===== src/cache_pkg.sv =====
package cache_pkg;

    // hart and memory word geometry
    localparam int ADDR_W         = 32;
    localparam int DATA_W         = 32;
    localparam int MASK_W         = DATA_W / 8;

    // 16 byte lines, so four words per line
    localparam int OFFSET_W       = 4;
    localparam int WORD_SEL_W     = 2;
    localparam int WORDS_PER_LINE = 2 ** WORD_SEL_W;

    // 32 sets of 2 ways gives 1 KiB in total
    localparam int SET_W          = 5;
    localparam int NUM_SETS       = 2 ** SET_W;
    localparam int TAG_W          = ADDR_W - SET_W - OFFSET_W;
    localparam int NUM_WAYS       = 2;

    // controller states, LOOKUP is the idle state
    typedef enum logic [1:0] {
        LOOKUP     = 2'd0,
        FILL_REQ   = 2'd1,
        FILL_WAIT  = 2'd2,
        WRITE_THRU = 2'd3
    } ctrl_state_t;

    // address field helpers shared by the stores
    function automatic logic [TAG_W-1:0] addr_tag(input logic [ADDR_W-1:0] addr);
        return addr[ADDR_W-1:SET_W+OFFSET_W];
    endfunction

    function automatic logic [SET_W-1:0] addr_set(input logic [ADDR_W-1:0] addr);
        return addr[SET_W+OFFSET_W-1:OFFSET_W];
    endfunction

    function automatic logic [WORD_SEL_W-1:0] addr_word(input logic [ADDR_W-1:0] addr);
        return addr[OFFSET_W-1:OFFSET_W-WORD_SEL_W];
    endfunction

endpackage


===== src/cache_ctrl.sv =====
`timescale 1ns/1ps
`default_nettype none

module cache_ctrl import cache_pkg::*; (
    input  wire                   i_clk,
    input  wire                   i_rst,
    // hart request
    input  wire  [ADDR_W-1:0]     i_req_addr,
    input  wire                   i_req_ren,
    input  wire                   i_req_wen,
    input  wire  [MASK_W-1:0]     i_req_mask,
    input  wire  [DATA_W-1:0]     i_req_wdata,
    // memory status
    input  wire                   i_mem_ready,
    input  wire                   i_mem_valid,
    // lookup results from the stores
    input  wire                   i_hit,
    input  wire                   i_hit_way,
    input  wire                   i_victim_way,
    input  wire  [DATA_W-1:0]     i_rd_word,
    output logic                  o_busy,
    // memory drive
    output logic [ADDR_W-1:0]     o_mem_addr,
    output logic                  o_mem_ren,
    output logic                  o_mem_wen,
    output logic [DATA_W-1:0]     o_mem_wdata,
    // store control
    output logic                  o_hit_update,
    output logic                  o_fill_we,
    output logic [ADDR_W-1:0]     o_fill_addr,
    output logic                  o_fill_way,
    output logic [WORD_SEL_W-1:0] o_fill_word_sel,
    output logic                  o_fill_done,
    output logic                  o_store_we,
    output logic                  o_store_way,
    output logic [ADDR_W-1:0]     o_store_addr,
    output logic [DATA_W-1:0]     o_store_word
);

    ctrl_state_t state_q;
    ctrl_state_t state_d;

    // refill word counter, wraps back to zero after the last word
    logic [WORD_SEL_W-1:0] fill_cnt_q;

    // request captured at the start of a stall
    logic [ADDR_W-1:0] cap_addr_q;
    logic [MASK_W-1:0] cap_mask_q;
    logic [DATA_W-1:0] cap_wdata_q;
    logic              cap_is_store_q;
    logic              capture;

    logic              req_any;
    logic              in_lookup;
    logic [ADDR_W-1:0] act_addr;
    logic [MASK_W-1:0] merge_mask;
    logic [DATA_W-1:0] merge_data;
    logic [DATA_W-1:0] merged_word;

    assign req_any   = i_req_ren | i_req_wen;
    assign in_lookup = (state_q == LOOKUP);

    // in LOOKUP the live request drives everything, afterwards the captured copy
    assign act_addr   = in_lookup ? i_req_addr  : cap_addr_q;
    assign merge_mask = in_lookup ? i_req_mask  : cap_mask_q;
    assign merge_data = in_lookup ? i_req_wdata : cap_wdata_q;

    ////////////////////////////////////////////////////////////////////
    // byte merge
    ////////////////////////////////////////////////////////////////////

    // masked bytes come from the store data, the rest from the cached word
    always_comb begin
        for (int b = 0; b < MASK_W; b++) begin
            merged_word[8*b +: 8] = merge_mask[b] ? merge_data[8*b +: 8]
                                                  : i_rd_word[8*b +: 8];
        end
    end

    assign o_mem_wdata  = merged_word;
    assign o_store_word = merged_word;
    assign o_store_addr = act_addr;
    // the way that hit is also the one just refilled after a store miss
    assign o_store_way  = i_hit_way;

    assign o_fill_addr     = cap_addr_q;
    assign o_fill_way      = i_victim_way;
    assign o_fill_word_sel = fill_cnt_q;

    // any hit in LOOKUP counts, including a store hit that has to stall
    assign o_hit_update = in_lookup && req_any && i_hit;

    ////////////////////////////////////////////////////////////////////
    // state machine
    ////////////////////////////////////////////////////////////////////

    always_comb begin
        state_d     = state_q;
        capture     = 1'b0;
        o_busy      = 1'b0;
        o_mem_ren   = 1'b0;
        o_mem_wen   = 1'b0;
        o_fill_we   = 1'b0;
        o_fill_done = 1'b0;
        o_store_we  = 1'b0;
        // word aligned address of the active request
        o_mem_addr  = {act_addr[ADDR_W-1:OFFSET_W-WORD_SEL_W], {(OFFSET_W-WORD_SEL_W){1'b0}}};

        case (state_q)
            LOOKUP: begin
                if (req_any && !i_hit) begin
                    // miss of either kind starts a line refill
                    o_busy  = 1'b1;
                    capture = 1'b1;
                    state_d = FILL_REQ;
                end else if (i_req_wen && i_hit) begin
                    if (i_mem_ready) begin
                        // write through in the same cycle as the cache update
                        o_mem_wen  = 1'b1;
                        o_store_we = 1'b1;
                    end else begin
                        o_busy  = 1'b1;
                        capture = 1'b1;
                        state_d = WRITE_THRU;
                    end
                end
            end

            FILL_REQ: begin
                o_busy     = 1'b1;
                o_mem_addr = {cap_addr_q[ADDR_W-1:OFFSET_W], fill_cnt_q,
                              {(OFFSET_W-WORD_SEL_W){1'b0}}};
                if (i_mem_ready) begin
                    o_mem_ren = 1'b1;
                    state_d   = FILL_WAIT;
                end
            end

            FILL_WAIT: begin
                o_busy = 1'b1;
                if (i_mem_valid) begin
                    o_fill_we = 1'b1;
                    if (&fill_cnt_q) begin
                        // line is complete, a store still has to merge
                        o_fill_done = 1'b1;
                        state_d     = cap_is_store_q ? WRITE_THRU : LOOKUP;
                    end else begin
                        state_d = FILL_REQ;
                    end
                end
            end

            WRITE_THRU: begin
                // busy holds through the write so the hart sees it end next cycle
                o_busy = 1'b1;
                if (i_mem_ready) begin
                    o_mem_wen  = 1'b1;
                    o_store_we = 1'b1;
                    state_d    = LOOKUP;
                end
            end

            default: begin
                state_d = LOOKUP;
            end
        endcase
    end

    always_ff @(posedge i_clk) begin
        if (i_rst) begin
            state_q        <= LOOKUP;
            fill_cnt_q     <= '0;
            cap_is_store_q <= 1'b0;
        end else begin
            state_q <= state_d;
            if (o_fill_we) begin
                fill_cnt_q <= fill_cnt_q + 1'b1;
            end
            if (capture) begin
                cap_is_store_q <= i_req_wen;
            end
        end
    end

    // payload of the captured request
    always_ff @(posedge i_clk) begin
        if (capture) begin
            cap_addr_q  <= i_req_addr;
            cap_mask_q  <= i_req_mask;
            cap_wdata_q <= i_req_wdata;
        end
    end

endmodule

`default_nettype wire


===== config.mk =====
export PLATFORM = sky130hd
export DESIGN_NAME = cache_ctrl
export DESIGN_NICKNAME = d
export VERILOG_FILES = /design/src/cache_pkg.sv /design/src/cache_ctrl.sv
export SDC_FILE = /design/constraint.sdc
export NUM_CORES = 1
export LEC_CHECK = 0
export BUFFER_PORTS_ARGS = -buffer_cell sky130_fd_sc_hd__buf_4
export CAP_MARGIN = 20
export CORE_MARGIN = 2
export CORE_UTILIZATION = 39
export CTS_CLUSTER_DIAMETER = 50
export DETAILED_ROUTE_END_ITERATION = 12
export PLACE_DENSITY = 0.76
export SYNTH_ARGS = -nofsm -noshare
export SYNTH_HDL_FRONTEND = slang
export SYNTH_SLANG_ARGS = --single-unit
export TNS_END_PERCENT = 30

===== constraint.sdc =====
create_clock -name i_clk -period 4.25 [get_ports i_clk]
set_clock_uncertainty 0.2 [all_clocks]
set_input_delay 0.85 -clock i_clk [delete_from_list [all_inputs] [get_ports i_clk]]
set_output_delay 0.85 -clock i_clk [all_outputs]
set_load 0.1 [all_outputs]

Word level (Yosys, flattened, before mapping)
Cells that the tools add are included. W data, S select, Z words.

Flip-flop bits (word level): 73. Bits in latches: 0. Bits in writable memories: 0. Memory bits (read-only): 0. Input bits: 109. Output and inout port bits: 171. Memories: 0.

Add/subtract/negate cells: 1. Multipliers: 0. Div/mod/pow operators: 0. Order comparisons: 0. Eq/ne operators: 8. Shifts and indexed selects: 0. Mux-type cells: 32. Bitwise logic cells: 1. Reduce and logical (&&, ||, !) cells: 9.

Operator list (number): $mux W32 (3); $mux W8 (4); $mux W2 (8); $mux W1 (13); $pmux W2 S4 (1); $ne A2 B2 Y1 const B (3); $reduce_and A5 Y1 (1); $eq A2 B2 Y1 const B (2); $logic_and A1 B1 Y1 (4); $mux W4 (1); $pmux W1 S2 (2); $ne A3 B1 Y1 const B (1); $ne A3 B2 Y1 const B (1); $reduce_or A3 Y1 (1); $add A2 B1 Y2 const B (1); $eq A2 B1 Y1 const B (1); $logic_not A2 Y1 (1); $reduce_and A2 Y1 (1); $logic_not A1 Y1 (1); $or A1 B1 Y1 (1).

Logic depth before layout (Yosys ltp)
Depth in word-level cells: 4. Gate-level depth with buffers: 7.

Least setup slack after synthesis
OpenSTA, ideal clock, no wires.

Path type: register to output. Start point: register state_q[0]. End point: output o_store_we. Arrival time: 3.851 ns. Data required time: 3.200 ns. Setup slack: -0.651 ns. Cell stages (with the launch flop): 8. Path buffers: 3. Path through: dfxtp_1 inv_1 ha_1 buf_6 buf_2 a31oi_1 nor3b_1 buf_4.

Word-level cells in the longest chain between the ends: 2. Elaborated cells on any way between the ends: 3. Those cells by class: eq/ne (1); mux (1); reduce/logical (1).

Ends and longest elaborated chain: from (decl) (line cache_ctrl.sv:40) `ctrl_state_t state_q;`; from (signal assigned) (line cache_ctrl.sv:175) `state_q <= state_d;`; $eq A2 B2 Y1 / $logic_not A2 Y1 (equally long branches); $pmux W1 S2 (*); to (decl) (line cache_ctrl.sv:34) `output logic o_store_we,`.

Every way passes the cells marked *; elsewhere a longest branch is shown, timed or not.

Worst setup path after layout
Start point: register state_q[0]. End point: output o_mem_wdata[10].

Word-level cells in the longest chain between the ends: 3. Elaborated cells on any way between the ends: 4. Those cells by class: mux (3); reduce/logical (1).

Ends and longest elaborated chain: $logic_not A2 Y1 (*) (line cache_ctrl.sv:61) `assign in_lookup = (state_q == LOOKUP);`; $mux W32 / $mux W4 (equally long branches) (line cache_ctrl.sv:66, cache_ctrl.sv:65); $mux W8 (*) (line cache_ctrl.sv:75) `merged_word[8*b +: 8] = merge_mask[b] ? merge_data[8*b +: 8]`; to (decl) (line cache_ctrl.sv:26) `output logic [DATA_W-1:0] o_mem_wdata,`.

Marked as above.

==> metrics.yaml <==
dieHeight_um: 111
syn_area_um2: 4470
viasPerCell: 5.04
cts.sink_count: 73
synth-seq-cells: 73
hold_start: "cap_is_store_q"
yosysSeqAreaShare_pct: 48.0
seq_area_um2: 2140
overflow: 0
fill_cells: 924
final_nets: 714
numPlacedInstances: 731
setup_violations: 0
crit_path_start: "state_q[0]"
clock.fmax_mhz: 289
period_share_pct: 81.4
syn_inst: 370
antenna_found_initial: 0
post_cts_buffers: 0
postRouteAntennaNets: 0
cpPeakStageDelay_ns: 0.55
core_um2: 11300
cp_max_fo: 46
dieArea_um2: 12300
slowest_stage: "ha_4"
yosysMostFrequentCell: "edfxtp_1"
cts_tree: "built"
grt_max_degree: 47
clkTransAtPathRegs_ns: 0.05
slew_viol_final: 0
hold_class: "register to register"
cts-resized-gates: 0
min_period_ns: 3.46
placementRows: 39
die_x_um: 111
drc_errors: 0
antenna_cells: 0
hold_viol_final: 0
yosys_warnings: 0
status: "finished clean"
path_cells: "inv_1, ha_4, buf_4, a211oi_1, a21oi_1, buf_4"
async_reset_ff_share_pct: 0
gr-usage-all-layers_pct: 19.5
cts_buffers: 9
boundaryPins: 280
drtIter0Drc: 147
portBuffers: 273
crit_path_frequent_cell: "buf_4"
synth.top_cell.area_share_pct: 45.7
grt_pass1_wl_um: 19200
htreeDepth: 3
start_util_pct: 39.6
rsz0062_at_grt: "false"
drive_above_1_share_pct: 59.1
reg2reg_from: "state_q[0]"
dp_hpwl_um: 9560
instances_no_fill: 747
fin_setup_tns_ns: 0
vias: 3768
endpoint_kind: "output port"
area_delta_synth_final_pct: 49.0
cts_max_path_buffers: 2
required_ns: 3.20
cap_violations: 0
crit_type: "register to output port"
holdBufCountCts: 0
synth-main-ff-cell: "edfxtp_1"
synth.avg_cell_area_um2: 12.1
yosys.area.top_type: "edfxtp_1"
synth_edf_count: 68
clock-root-buffer: "clkbuf_16"
grt_pass1_vias: 3784
place_congestion: 0.844
multi_input_area_um2: 1930
slew_headroom_pct: 47.0
synthTopCellsByArea: "edfxtp_1 (46%), mux2_2 (15%), mux2i_1 (7.2%)"
startpoint_type: "register"
wl_per_cell_um: 16.8
clk_latency_ns: 0.32
ys_types: 31
tightest_slew_ns: 0.794
cp.arrival_ns: 2.41
routed_wl_um: 12500
dr.pass1.iters: 4
netlist_top_cells_count: "edfxtp_1 (68), mux2_2 (61), a21oi_1 (38), buf_4 (37), nor2b_1 (33)"
[path summary, 6_finish.rpt]
path | endpoint | slack, ns | cells after the start
setup / recovery | o_mem_wdata[10] | 0.79 | 6
hold reg to reg | cap_is_store_q | 0.30 | 2
hold / removal | cap_is_store_q | 0.30 | 2
setup reg to reg | cap_wdata_q[11] | 1.45 | 5
[layout by cell type (no fill, tap or decap), types with 3 or more instances in the layout]
cell,synthesis,final
a21oi_1,38,38
nor2b_1,33,33
edfxtp_1,68,68
a211oi_1,32,32
clkbuf_16,0,9
dfxtp_1,5,5
buf_4,37,276
clkbuf_1,4,3
mux2i_1,32,32
nor2_1,5,4
nand2_1,6,6
mux2_2,61,61
inv_1,5,5
ha_1,6,5
[worst max-delay path: cells and delay by family (launching register included)]
kind | cells | cell delay [ns]
compound gates | 2 | 0.32
fa+ha+maj | 1 | 0.55
buf+inv | 3 | 0.87
flops | 1 | 0.34
[through the flow]
step                hold slack (ns)  setup slack (ns)  cell area, um2  util, %
CTS                           0.288             0.755            6660     59.0
finish                        0.299             0.792            6660     59.0
floorplan                     0.258           0.00690            4480        -
global route                  0.315             0.609            6660     59.0
detailed placement            0.281              1.10            6360     56.5
global placement              0.276              1.16            6360     56.5
[cell type report]
cell class                 instances  area share [%]
clock buffer                      13            3.76
inverter                           5           0.282
sequential                        73            32.2
tap                              143            2.69
clock inverter                     3           0.602
multi-input combinational        233            29.0
timing repair buffer             277            31.4
[registers in the layout, summed over array words and instances (netlist names)]
signal,count
o_fill_word_sel,2
cap_wdata_q,32
cap_is_store_q,1
cap_mask_q,4
o_fill_addr,32
state_q,2
[cell families (layout without fill, tap and decap cells)]
logic type / Yosys count / in the layout / share of synthesized area [%]
compound gates: 79 / 79 / 11.2
xor+xnor: 1 / 1 / 0.196
fa+ha+maj: 6 / 6 / 1.68
flops: 73 / 73 / 48.0
simple gates: 51 / 51 / 6.67
buf+inv: 65 / 298 / 9.39
other cells: 1 / 2 / 0.0840
mux: 94 / 94 / 22.8
[routing by layer]
metal | share of wire [%] | global-route usage [%] | vias up | wire (um)
met5 | 0 | 0 | - | 0
met4 | 1.4 | 5.25 | 0 | 180
met3 | 8.9 | 7.49 | 15 | 1110
met2 | 53 | 35.8 | 175 | 6670
met1 | 36 | 20.8 | 1770 | 4570
li1 | - | - | 1808 | -
Power is not shown: default switching activity piles up to over one toggle a cycle in this logic, so the estimate is an artifact.
