`src/cache_pkg.sv`:
```
package cache_pkg;

    // hart and memory word geometry
    localparam int ADDR_W         = 32;
    localparam int DATA_W         = 32;
    localparam int MASK_W         = DATA_W / 8;

    // 16 byte lines, so four words per line
    localparam int OFFSET_W       = 4;
    localparam int WORD_SEL_W     = 2;
    localparam int WORDS_PER_LINE = 2 ** WORD_SEL_W;

    // 32 sets of 2 ways gives 1 KiB in total
    localparam int SET_W          = 5;
    localparam int NUM_SETS       = 2 ** SET_W;
    localparam int TAG_W          = ADDR_W - SET_W - OFFSET_W;
    localparam int NUM_WAYS       = 2;

    // controller states, LOOKUP is the idle state
    typedef enum logic [1:0] {
        LOOKUP     = 2'd0,
        FILL_REQ   = 2'd1,
        FILL_WAIT  = 2'd2,
        WRITE_THRU = 2'd3
    } ctrl_state_t;

    // address field helpers shared by the stores
    function automatic logic [TAG_W-1:0] addr_tag(input logic [ADDR_W-1:0] addr);
        return addr[ADDR_W-1:SET_W+OFFSET_W];
    endfunction

    function automatic logic [SET_W-1:0] addr_set(input logic [ADDR_W-1:0] addr);
        return addr[SET_W+OFFSET_W-1:OFFSET_W];
    endfunction

    function automatic logic [WORD_SEL_W-1:0] addr_word(input logic [ADDR_W-1:0] addr);
        return addr[OFFSET_W-1:OFFSET_W-WORD_SEL_W];
    endfunction

endpackage

```
`src/cache_tag_store.sv`:
```
`timescale 1ns/1ps
`default_nettype none

module cache_tag_store import cache_pkg::*; (
    input  wire              i_clk,
    input  wire              i_rst,
    // address of the live hart request, used for hit detection
    input  wire [ADDR_W-1:0] i_req_addr,
    // captured address of the line being refilled
    input  wire [ADDR_W-1:0] i_fill_addr,
    // a hit was taken this cycle, point the set away from the hit way
    input  wire              i_hit_update,
    // last refill word lands this cycle, install the tag
    input  wire              i_fill_done,
    input  wire              i_fill_way,
    output logic             o_hit,
    output logic             o_hit_way,
    output logic             o_victim_way
);

    ////////////////////////////////////////////////////////////////////
    // storage
    ////////////////////////////////////////////////////////////////////

    // tags carry no reset since a clear valid bit hides them
    logic [TAG_W-1:0]                   tag_q [NUM_WAYS][NUM_SETS];
    logic [NUM_WAYS-1:0][NUM_SETS-1:0]  valid_q;
    // one bit per set naming the way to evict next
    logic [NUM_SETS-1:0]                repl_q;

    logic [TAG_W-1:0]    req_tag;
    logic [SET_W-1:0]    req_set;
    logic [TAG_W-1:0]    fill_tag;
    logic [SET_W-1:0]    fill_set;
    logic [NUM_WAYS-1:0] way_match;

    assign req_tag  = addr_tag(i_req_addr);
    assign req_set  = addr_set(i_req_addr);
    assign fill_tag = addr_tag(i_fill_addr);
    assign fill_set = addr_set(i_fill_addr);

    ////////////////////////////////////////////////////////////////////
    // lookup
    ////////////////////////////////////////////////////////////////////

    // at most one way can match since a line is only ever filled once per set
    always_comb begin
        for (int w = 0; w < NUM_WAYS; w++) begin
            way_match[w] = valid_q[w][req_set] && (tag_q[w][req_set] == req_tag);
        end
    end

    assign o_hit        = |way_match;
    assign o_hit_way    = way_match[1];
    // the victim is read at the captured set, which stays put for a whole refill
    assign o_victim_way = repl_q[fill_set];

    ////////////////////////////////////////////////////////////////////
    // updates
    ////////////////////////////////////////////////////////////////////

    always_ff @(posedge i_clk) begin
        if (i_fill_done) begin
            tag_q[i_fill_way][fill_set] <= fill_tag;
        end
    end

    always_ff @(posedge i_clk) begin
        if (i_rst) begin
            valid_q <= '0;
            repl_q  <= '0;
        end else begin
            if (i_fill_done) begin
                // the filled way becomes most recent, so flip the victim pointer
                valid_q[i_fill_way][fill_set] <= 1'b1;
                repl_q[fill_set]              <= ~repl_q[fill_set];
            end
            // hit updates only come from LOOKUP and fills only from FILL_WAIT
            if (i_hit_update) begin
                repl_q[req_set] <= ~o_hit_way;
            end
        end
    end

endmodule

`default_nettype wire

```
`config.mk`:
```
export PLATFORM = sky130hd
export DESIGN_NAME = cache_tag_store
export DESIGN_NICKNAME = d
export VERILOG_FILES = /design/src/cache_pkg.sv /design/src/cache_tag_store.sv
export SDC_FILE = /design/constraint.sdc
export NUM_CORES = 1
export LEC_CHECK = 0
export BUFFER_PORTS_ARGS = -buffer_cell sky130_fd_sc_hd__buf_4
export CAP_MARGIN = 20
export CORE_ASPECT_RATIO = 2
export CORE_MARGIN = 4
export CORE_UTILIZATION = 30
export CTS_BUF_LIST = sky130_fd_sc_hd__clkbuf_8
export CTS_CLUSTER_DIAMETER = 150
export DETAILED_ROUTE_END_ITERATION = 10
export PLACE_DENSITY_LB_ADDON = 0.08
export SLEW_MARGIN = 5
export SYNTH_ARGS = -nofsm -noshare
export SYNTH_HDL_FRONTEND = slang
export SYNTH_SLANG_ARGS = --single-unit
```
`constraint.sdc`:
```
create_clock -name i_clk -period 9.3 [get_ports i_clk]
set_input_delay 0.465 -clock i_clk [delete_from_list [all_inputs] [get_ports i_clk]]
set_output_delay 0.465 -clock i_clk [all_outputs]
set_load 0.01 [all_outputs]
```
### Word level (Yosys, flattened, before mapping)

Memories as Yosys holds them, arrays and structs flattened.
Cells that the tools add are included.

* flip-flop bits (word level): 96
* input bits: 69
* memories: 1
* bits in writable memories: 1472

* equal/unequal tests: 2
* bitwise gates (word level): 5
* reductions and logical operators: 7
* multiplexer cells: 27
* $lt $le $gt $ge: 9

Memory list
* tag_q: depth 2, bits a word 736, read ports 2, clocked after Yosys merged registers in 0, write ports 1, line cache_tag_store.sv:26 `logic [TAG_W-1:0] tag_q [NUM_WAYS][NUM_SETS];`

Operator list (count)
* two-way mux 736 bit: 1
* binary-select mux 23 bit (select 5 bit): 2
* two-way mux 32 bit: 4
* demux 23 bit (select 5 bit): 1
* two-way mux 23 bit: 5
* bitwise mux 32 bit: 2
* OR 64 bit: 1
* == test 23 bit: 2
* demux 32 bit (select 1 bit): 1
* binary-select mux 1 bit (select 5 bit): 3
* greater-or-equal comparator 6 bit (second input constant): 2
* < comparator 5 x 6 -> 1 bit (second input constant): 2
* NOT 5 -> 6 bit: 2
* demux 1 bit (select 5 bit): 2
* greater-or-equal comparator 5 x 1 -> 1 bit (second input constant): 2
* logical AND 1 bit: 6
* < comparator 6 x 1 -> 1 bit (second input constant): 1
* two-way mux 1 bit: 6
* < comparator 1 x 2 -> 1 bit (second input constant): 1
* NOT 1 bit: 2
* OR reduction 2 bit: 1
* greater-or-equal comparator 1 bit (second input constant): 1

### Depth between registers and ports, before layout

Gate-level depths: netlist (run 1).

* depth after elaboration: 9
* gate-level depth with buffers: 15
* mapped depth without buffers: 8

### Worst setup path after synthesis (run 1)

No wires, ideal clock.

* path kind: input -> register
* start: input port i_fill_addr[4]
* end: memory tag_q[0][437] in the netlist's numbering, enable pin
* cell stages on the path: 6
* data arrival time: 3.405 ns
* data required time: 8.866 ns
* path slack: 5.461 ns
* setup time: 0.434 ns
* cell sequence: clkbuf_1 or3b_2 clkbuf_1 clkbuf_1 clkbuf_1 nor3_1

* cells in the longest elaborated chain, start to end: 6

Ends and longest elaborated chain
* start, declared: line cache_tag_store.sv:10 `input wire [ADDR_W-1:0] i_fill_addr,`
* NOT 5 -> 6 bit (implied by the code) *: line cache_tag_store.sv:64 `tag_q[i_fill_way][fill_set] <= fill_tag;`
* greater-or-equal comparator 6 bit (implied by the code) or < comparator 6 x 1 -> 1 bit (tied branches): line cache_tag_store.sv:64
* logical AND 1 bit (implied by the code): line cache_tag_store.sv:64
* two-way mux 23 bit (implied by the code): line cache_tag_store.sv:64
* demux 23 bit (select 5 bit) *: line cache_tag_store.sv:64
* two-way mux 736 bit (implied by the code) *: line cache_tag_store.sv:64
* end, declared: line cache_tag_store.sv:26

Mark *: on every way between the ends. The rest lies on a longest branch, timed or not.

### Final worst setup path (run 1)

* start: input port i_req_addr[4]
* end: output port o_hit

* cells in the longest elaborated chain, start to end: 7

Ends and longest elaborated chain
* start, declared: line cache_tag_store.sv:8 `input wire [ADDR_W-1:0] i_req_addr,`
* NOT 5 -> 6 bit (implied by the code): line cache_tag_store.sv:49 `way_match[w] = valid_q[w][req_set] && (tag_q[w][req_set] == req_tag);`
* binary-select mux 23 bit (select 5 bit): line cache_tag_store.sv:49
* two-way mux 23 bit (implied by the code) (2 in a row): line cache_tag_store.sv:49
* == test 23 bit: line cache_tag_store.sv:49
* logical AND 1 bit: line cache_tag_store.sv:49
* OR reduction 2 bit *: line cache_tag_store.sv:53 `assign o_hit = |way_match;`
* end, declared: line cache_tag_store.sv:16 `output logic o_hit,`

Mark *: on every way between the ends. The rest lies on a longest branch, timed or not. The select of a mux whose other input is x is not followed.

==> results.sh, run 1 <==
export IMPL_drive_gt1_share_pct=14.71
export IMPL_fin_setup_tns_ns=0
export IMPL_yosys_warnings=0
export IMPL_clk_path_buf_depth=4
export IMPL_drc=0
export IMPL_grt_setup_unrepaired="false"
export IMPL_grt_first_pass_wirelength_mm=298.2
export IMPL_worstPathMaxFanout=34
export IMPL_path_cells="buf_4 -> buf_4 -> nand4bb_4 -> buf_4 -> o22ai_1 -> nor4_1 -> nand2_1 -> xnor2_1 -> nand4_1 -> or4_1 -> buf_4 -> o22ai_1 -> buf_4"
export IMPL_drtAntennaViolNets=0
export IMPL_startpoint_type="input pin"
export IMPL_finish_instance_area_um2=69570
export IMPL_cpMostUsedCell="buf_4"
export IMPL_ys_ff_latch=1568
export IMPL_intPower_w=0.01035
export IMPL_period_minus_slack_ns=6.519
export IMPL_routed_wl_mm=223.8
export IMPL_start_util_pct=30.14
export IMPL_gp_congestion=0.7521
export IMPL_critPathTopFamily="simple AND/OR/NAND/NOR gates"
export IMPL_place_ws_ns=2.762
export IMPL_grt_max_degree=104
export IMPL_htree_num_levels=4
export IMPL_cts_clk_slew_worst_paths_ns=0.07
export IMPL_grt_pass1_vias=34330
export IMPL_fin_nets=3809
export IMPL_drt_vias_per_instance=5.070
export IMPL_skew_ns=0.05955
export IMPL_final_common_cell="edfxtp_1"
export IMPL_power_leakage_nw=23.62
export IMPL_drv_cap=0
export IMPL_cts_resized_gates=0
export IMPL_p_per_area_nw_per_um2=195.5
export IMPL_avgRoutedWirePerCell_um=33.74
export IMPL_synth_seq_area_share_pct=75.42
export IMPL_drt_iter0_drc=2438
export IMPL_dr_pass1_iters=7
export IMPL_switching_share_pct=23.87
export IMPL_post_route_util_pct=34.29
export IMPL_power_switching_w=0.003246
export IMPL_synth_cell_types=44
export IMPL_cts_made_buffers=230
export IMPL_layout_common_cells="edfxtp_1 (1472), mux2i_1 (731), o22ai_1 (353), clkbuf_8 (234), buf_4 (184)"
export IMPL_num_vias=33630
export IMPL_ys_async_sr_fraction_pct=0
export IMPL_fin_crit_sh_pct=70.09
export IMPL_clk_latency_ns=0.95
export IMPL_slowest_delay_ns=0.69
export IMPL_outcome="completed"
export IMPL_syn_cell_area_um2=61160
export IMPL_grtUsageTotal_pct=20.71
export IMPL_worstSetupPathType="input pin to output port"
export IMPL_num_rows=234
export IMPL_dp_final_hpwl_mm=124.7
export IMPL_crit_buf_inv=5
export IMPL_fmax_mhz=153.4
export IMPL_slew_violations=0
export IMPL_p_comb_share_pct=5.5
export IMPL_antenna_found_initial=11
export IMPL_core_um2=202900
export IMPL_io_pins=72
export IMPL_synth_cells=3519
export IMPL_cp_end_kind="output port"
export IMPL_synth_nets=3588
export IMPL_die_area_um2=211600
export IMPL_cts_tree="done"
export IMPL_avgSynthCellArea_um2=17.38
export IMPL_arrival_ns=6.05
export IMPL_seqPwrFrac_pct=57.2
export IMPL_setup_ws_ns=2.781
export IMPL_maxSlewHeadroom_pct=29.50
export IMPL_area_growth_pct=13.75
export IMPL_port_buffers=63
export IMPL_ys_flop_type="edfxtp_1"
export IMPL_die_w_um=327.3
export IMPL_cts_sinks=1568
export IMPL_crit_required_ns=8.84
export IMPL_setup_viol=0
export IMPL_peakVddDrop_v=0.00009365
export IMPL_synth_edf_count=1472
export IMPL_p_clk_share_pct=37.3
export IMPL_place_area_um2=65550
export IMPL_timing_final_hold_violations=0
export IMPL_cts_root_buf="clkbuf_8"
export IMPL_die_h_um=646.5
export IMPL_tightest_slew_ns=1.054
export IMPL_hold_path_class="input pin to flop"
export IMPL_worst_path_max_delay_cell="o22ai_1"
export IMPL_grt_ovfl_total=0
cells by family after synthesis:
group | synth area share (%)
flops | 75.42
mux | 13.44
simple gates | 3.824
compound gates | 4.650
buf+inv | 2.015
xor+xnor | 0.6587
final cells by class:
type	count	area, um^2
diodes	4	10.01
clock buffers	234	3221
clock inverters	173	733.2
fillers	19290	133300
inverters	8	30.03
multi-input cells	1728	14340
flip-flops and latches	1568	46120
well taps	2714	3396
repair buffers	204	1717
per-layer routing:
| layer | wire, um | track usage, % | vias to the layer above |
|---|---|---|---|
| li1 | - | - | 14510 |
| met1 | 84260 | 23.30 | 17860 |
| met2 | 121800 | 39.40 | 847 |
| met3 | 7860 | 2.671 | 404 |
| met4 | 9805 | 8.103 | 6 |
| met5 | 33 | 0 | - |
worst reg2reg max path, delay by kind of cell (launching register included):
family	cells	cell delay, ns
xor gates and xnor gates	1	0.60
muxes	1	0.17
and+or+nand+nor	4	1.39
AOI/OAI and AO/OA	2	0.52
buffers and inverters	1	0.29
DFF	1	0.37
registers in the layout, indices dropped and copies added (netlist names):
register,cells
valid_q,64
repl_q,32
tag_q,1472
metrics by stage:
step | total power (W) | hold slack [ns] | std cells
after floorplan | 0.008310 | 0.4348 | 3519
after global placement | 0.008688 | 0.4444 | 6216
after detailed placement | 0.008693 | 0.4562 | 6216
after CTS | 0.01381 | 0.002635 | 6629
after global routing | 0.01410 | 0.05277 | 6632
final | 0.01360 | 0.06617 | 6633
cells in the mapped netlist (27+ instances only):
cell / count / area, um^2
a21oi_1: 27 / 135.1
buf_2: 73 / 365.4
buf_4: 41 / 307.8
clkbuf_1: 68 / 255.2
dfxtp_1: 96 / 1922
edfxtp_1: 1472 / 44200
mux2i_1: 731 / 7317
mux4_2: 40 / 900.9
nand2_1: 88 / 330.3
nor2_1: 197 / 739.5
nor3_1: 31 / 155.2
nor4_1: 93 / 581.8
o22ai_1: 353 / 2208
o31a_1: 32 / 280.3
power groups by stage:
stage          clock [W]  combinational [W]  sequential [W]
3_3_place_gp           0           0.000765         0.00792
5_1_grt          0.00553           0.000796         0.00777
3_5_place_dp           0           0.000768         0.00792
6_report         0.00507           0.000754         0.00777
2_1_floorplan          0           0.000387         0.00792
4_1_cts          0.00527           0.000772         0.00777
final timing paths:
path | from | to | slack [ns] | cells after the start
worst max-delay path | i_req_addr[4] | o_hit | 2.78 | 13
worst max register to register | tag_q[1][279] | repl_q[31] | 5.84 | 9
worst min-delay path | i_fill_addr[16] | tag_q[0][559] | 0.07 | 1
worst min register to register | valid_q[34] | valid_q[34] | 0.47 | 2
timing repair:
| item | CTS | global route |
|---|---|---|
| setup buffers | 0 | 0 |
| hold endpoints to repair | 107 | 0 |
| hold buffers | 6 | 0 |
Power figures use the tool's default switching activity.
==> inputs of run 2 (changes only) <==
- clock period: 9.3 -> 5.7 ns (I/O delays scaled with it)
==> results.sh, run 2 (same netlist as run 1, synthesis figures left out) <==
export IMPL_dp_final_hpwl_mm=134.2
export IMPL_drt_iter0_drc=2372
export IMPL_fin_crit_sh_pct=81.08
export IMPL_r2r_start="tag_q[1][34]"
export IMPL_antenna_found_initial=8
export IMPL_grt_max_degree=85
export IMPL_grt_ovfl_total=0
export IMPL_power_leakage_nw=24.01
export IMPL_worstSetupPathType="input pin to output port"
export IMPL_cts_root_buf="clkbuf_8"
export IMPL_fmax_mhz=216.4
export IMPL_worstPathMaxFanout=25
export IMPL_cts_clk_slew_worst_paths_ns=0.07
export IMPL_place_ws_ns=1.108
export IMPL_tightest_slew_ns=1.087
export IMPL_fin_setup_tns_ns=0
export IMPL_drive_gt1_share_pct=16.38
export IMPL_drtAntennaViolNets=0
export IMPL_cts_made_buffers=228
export IMPL_layout_common_cells="edfxtp_1 (1472), mux2i_1 (731), o22ai_1 (353), buf_4 (241), clkbuf_8 (230)"
export IMPL_slew_violations=0
export IMPL_arrival_ns=4.34
export IMPL_routed_wl_mm=228.2
export IMPL_period_minus_slack_ns=4.622
export IMPL_timing_hold_ws_ns=0.1161
export IMPL_setup_viol=0
export IMPL_crit_required_ns=5.41
export IMPL_p_per_area_nw_per_um2=314.5
export IMPL_total_power_w=0.02216
export IMPL_largest_reg_flops=1472
export IMPL_area_growth_pct=15.19
export IMPL_clk_path_buf_depth=4
export IMPL_cpMostUsedCell="buf_4"
export IMPL_maxSlewHeadroom_pct=27.56
export IMPL_setup_ws_ns=1.078
export IMPL_port_buffers=63
export IMPL_cp_end_kind="output port"
export IMPL_cts_tree="done"
export IMPL_drv_cap=0
export IMPL_peakVddDrop_v=0.0001665
export IMPL_final_common_cell="edfxtp_1"
export IMPL_timing_final_hold_violations=0
export IMPL_top_register="tag_q"
export IMPL_avgRoutedWirePerCell_um=33.93
export IMPL_skew_ns=0.06678
export IMPL_grt_pass1_vias=35170
export IMPL_worst_path_max_delay_cell="or4_1"
export IMPL_die_area_um2=211600
export IMPL_top_regs="tag_q x1472, valid_q x64, repl_q x32"
export IMPL_path_cells="buf_4 -> buf_4 -> nand4_4 -> buf_12 -> o22ai_1 -> nor4_1 -> nand2_1 -> xnor2_1 -> nand4_1 -> or4_1 -> nor2_1 -> buf_4"
export IMPL_core_um2=202900
export IMPL_grt_setup_unrepaired="false"
export IMPL_fin_nets=3902
export IMPL_cts_sinks=1568
export IMPL_dr_pass1_iters=8
export IMPL_gp_congestion=0.7527
export IMPL_io_pins=72
export IMPL_crit_buf_inv=4
export IMPL_num_vias=34030
export IMPL_slowest_delay_ns=0.71
export IMPL_die_h_um=646.5
export IMPL_startpoint_type="input pin"
export IMPL_min_from="i_fill_way"
export IMPL_htree_num_levels=4
export IMPL_drt_vias_per_instance=5.060
export IMPL_clk_latency_ns=0.95
export IMPL_die_w_um=327.3
export IMPL_hold_path_class="input pin to flop"
export IMPL_outcome="completed"
export IMPL_critPathTopFamily="simple AND/OR/NAND/NOR gates"
export IMPL_worstSetupStartpoint="i_req_addr[4]"
export IMPL_grtUsageTotal_pct=21.11
export IMPL_start_util_pct=30.14
export IMPL_num_rows=234
export IMPL_grt_first_pass_wirelength_mm=305.4
export IMPL_drc=0
[run 2: changes by cell type in the layout (fill, tap and decap cells not counted)]
cell           delta
diode_2           +1
buf_4            +57
inv_1            -21
nor3b_2           +1
nor3b_1           -1
buf_12           +12
dlygate4sd3_1    +25
clkbuf_8          -4
buf_6             +1
clkinv_2         +13
bufinv_16         -1
inv_6             +1
clkinv_1          +8
[run 2: timing repair]
action | CTS | global route
endpoints found under the hold margin | 1505 | 0
setup buffers | 0 | 0
resized for setup | 0 | 0
hold buffers | 31 | 0
[run 2: where the power goes]
group	switching, W	internal [W]	leakage [nW]
clock network	0.00440	0.00377	2.31
logic	0.000891	0.000406	7.68
registers	0.0000199	0.0127	14.0
[run 2: cell type report]
class | count | area (um^2)
diodes | 5 | 12.51
inverters | 8 | 30.03
flip-flops and latches | 1568 | 46120
fillers | 19330 | 132500
multi-input cells | 1728 | 14350
clock buffers | 230 | 3166
well taps | 2714 | 3396
repair buffers | 299 | 2646
clock inverters | 173 | 728.2
[run 2: path summary, 6_finish.rpt]
kind / end / slack [ns] / cells after the start
setup / recovery: o_hit_way / 1.08 / 12
hold / removal: tag_q[0][571] / 0.12 / 2
setup reg to reg: repl_q[23] / 2.19 / 9
hold reg to reg: valid_q[54] / 0.47 / 2
[run 2: per-layer routing]
layer / GRT usage (%) / wire length (um)
met1: 24.38 / 87970
met2: 40.90 / 126400
met3: 2.267 / 7329
met4: 5.902 / 6488
met5: 0 / 25
[run 2: worst register-to-register path: cells and delay by family, from the launching register on]
kind	cells	cell delay [ns]
and+or+nand+nor	4	1.64
AOI/OAI and AO/OA	2	0.52
DFF	1	0.36
xor gates and xnor gates	1	0.33
buffers and inverters	1	0.31
muxes	1	0.19
[run 2: metrics by stage]
stage	cells	utilization, %	area, um^2
CTS	6720	34.71	70440
floorplan	3519	-	61160
detailed placement	6286	32.64	66230
global placement	6285	32.64	66220
global route	6723	34.72	70440
finish	6725	34.72	70450
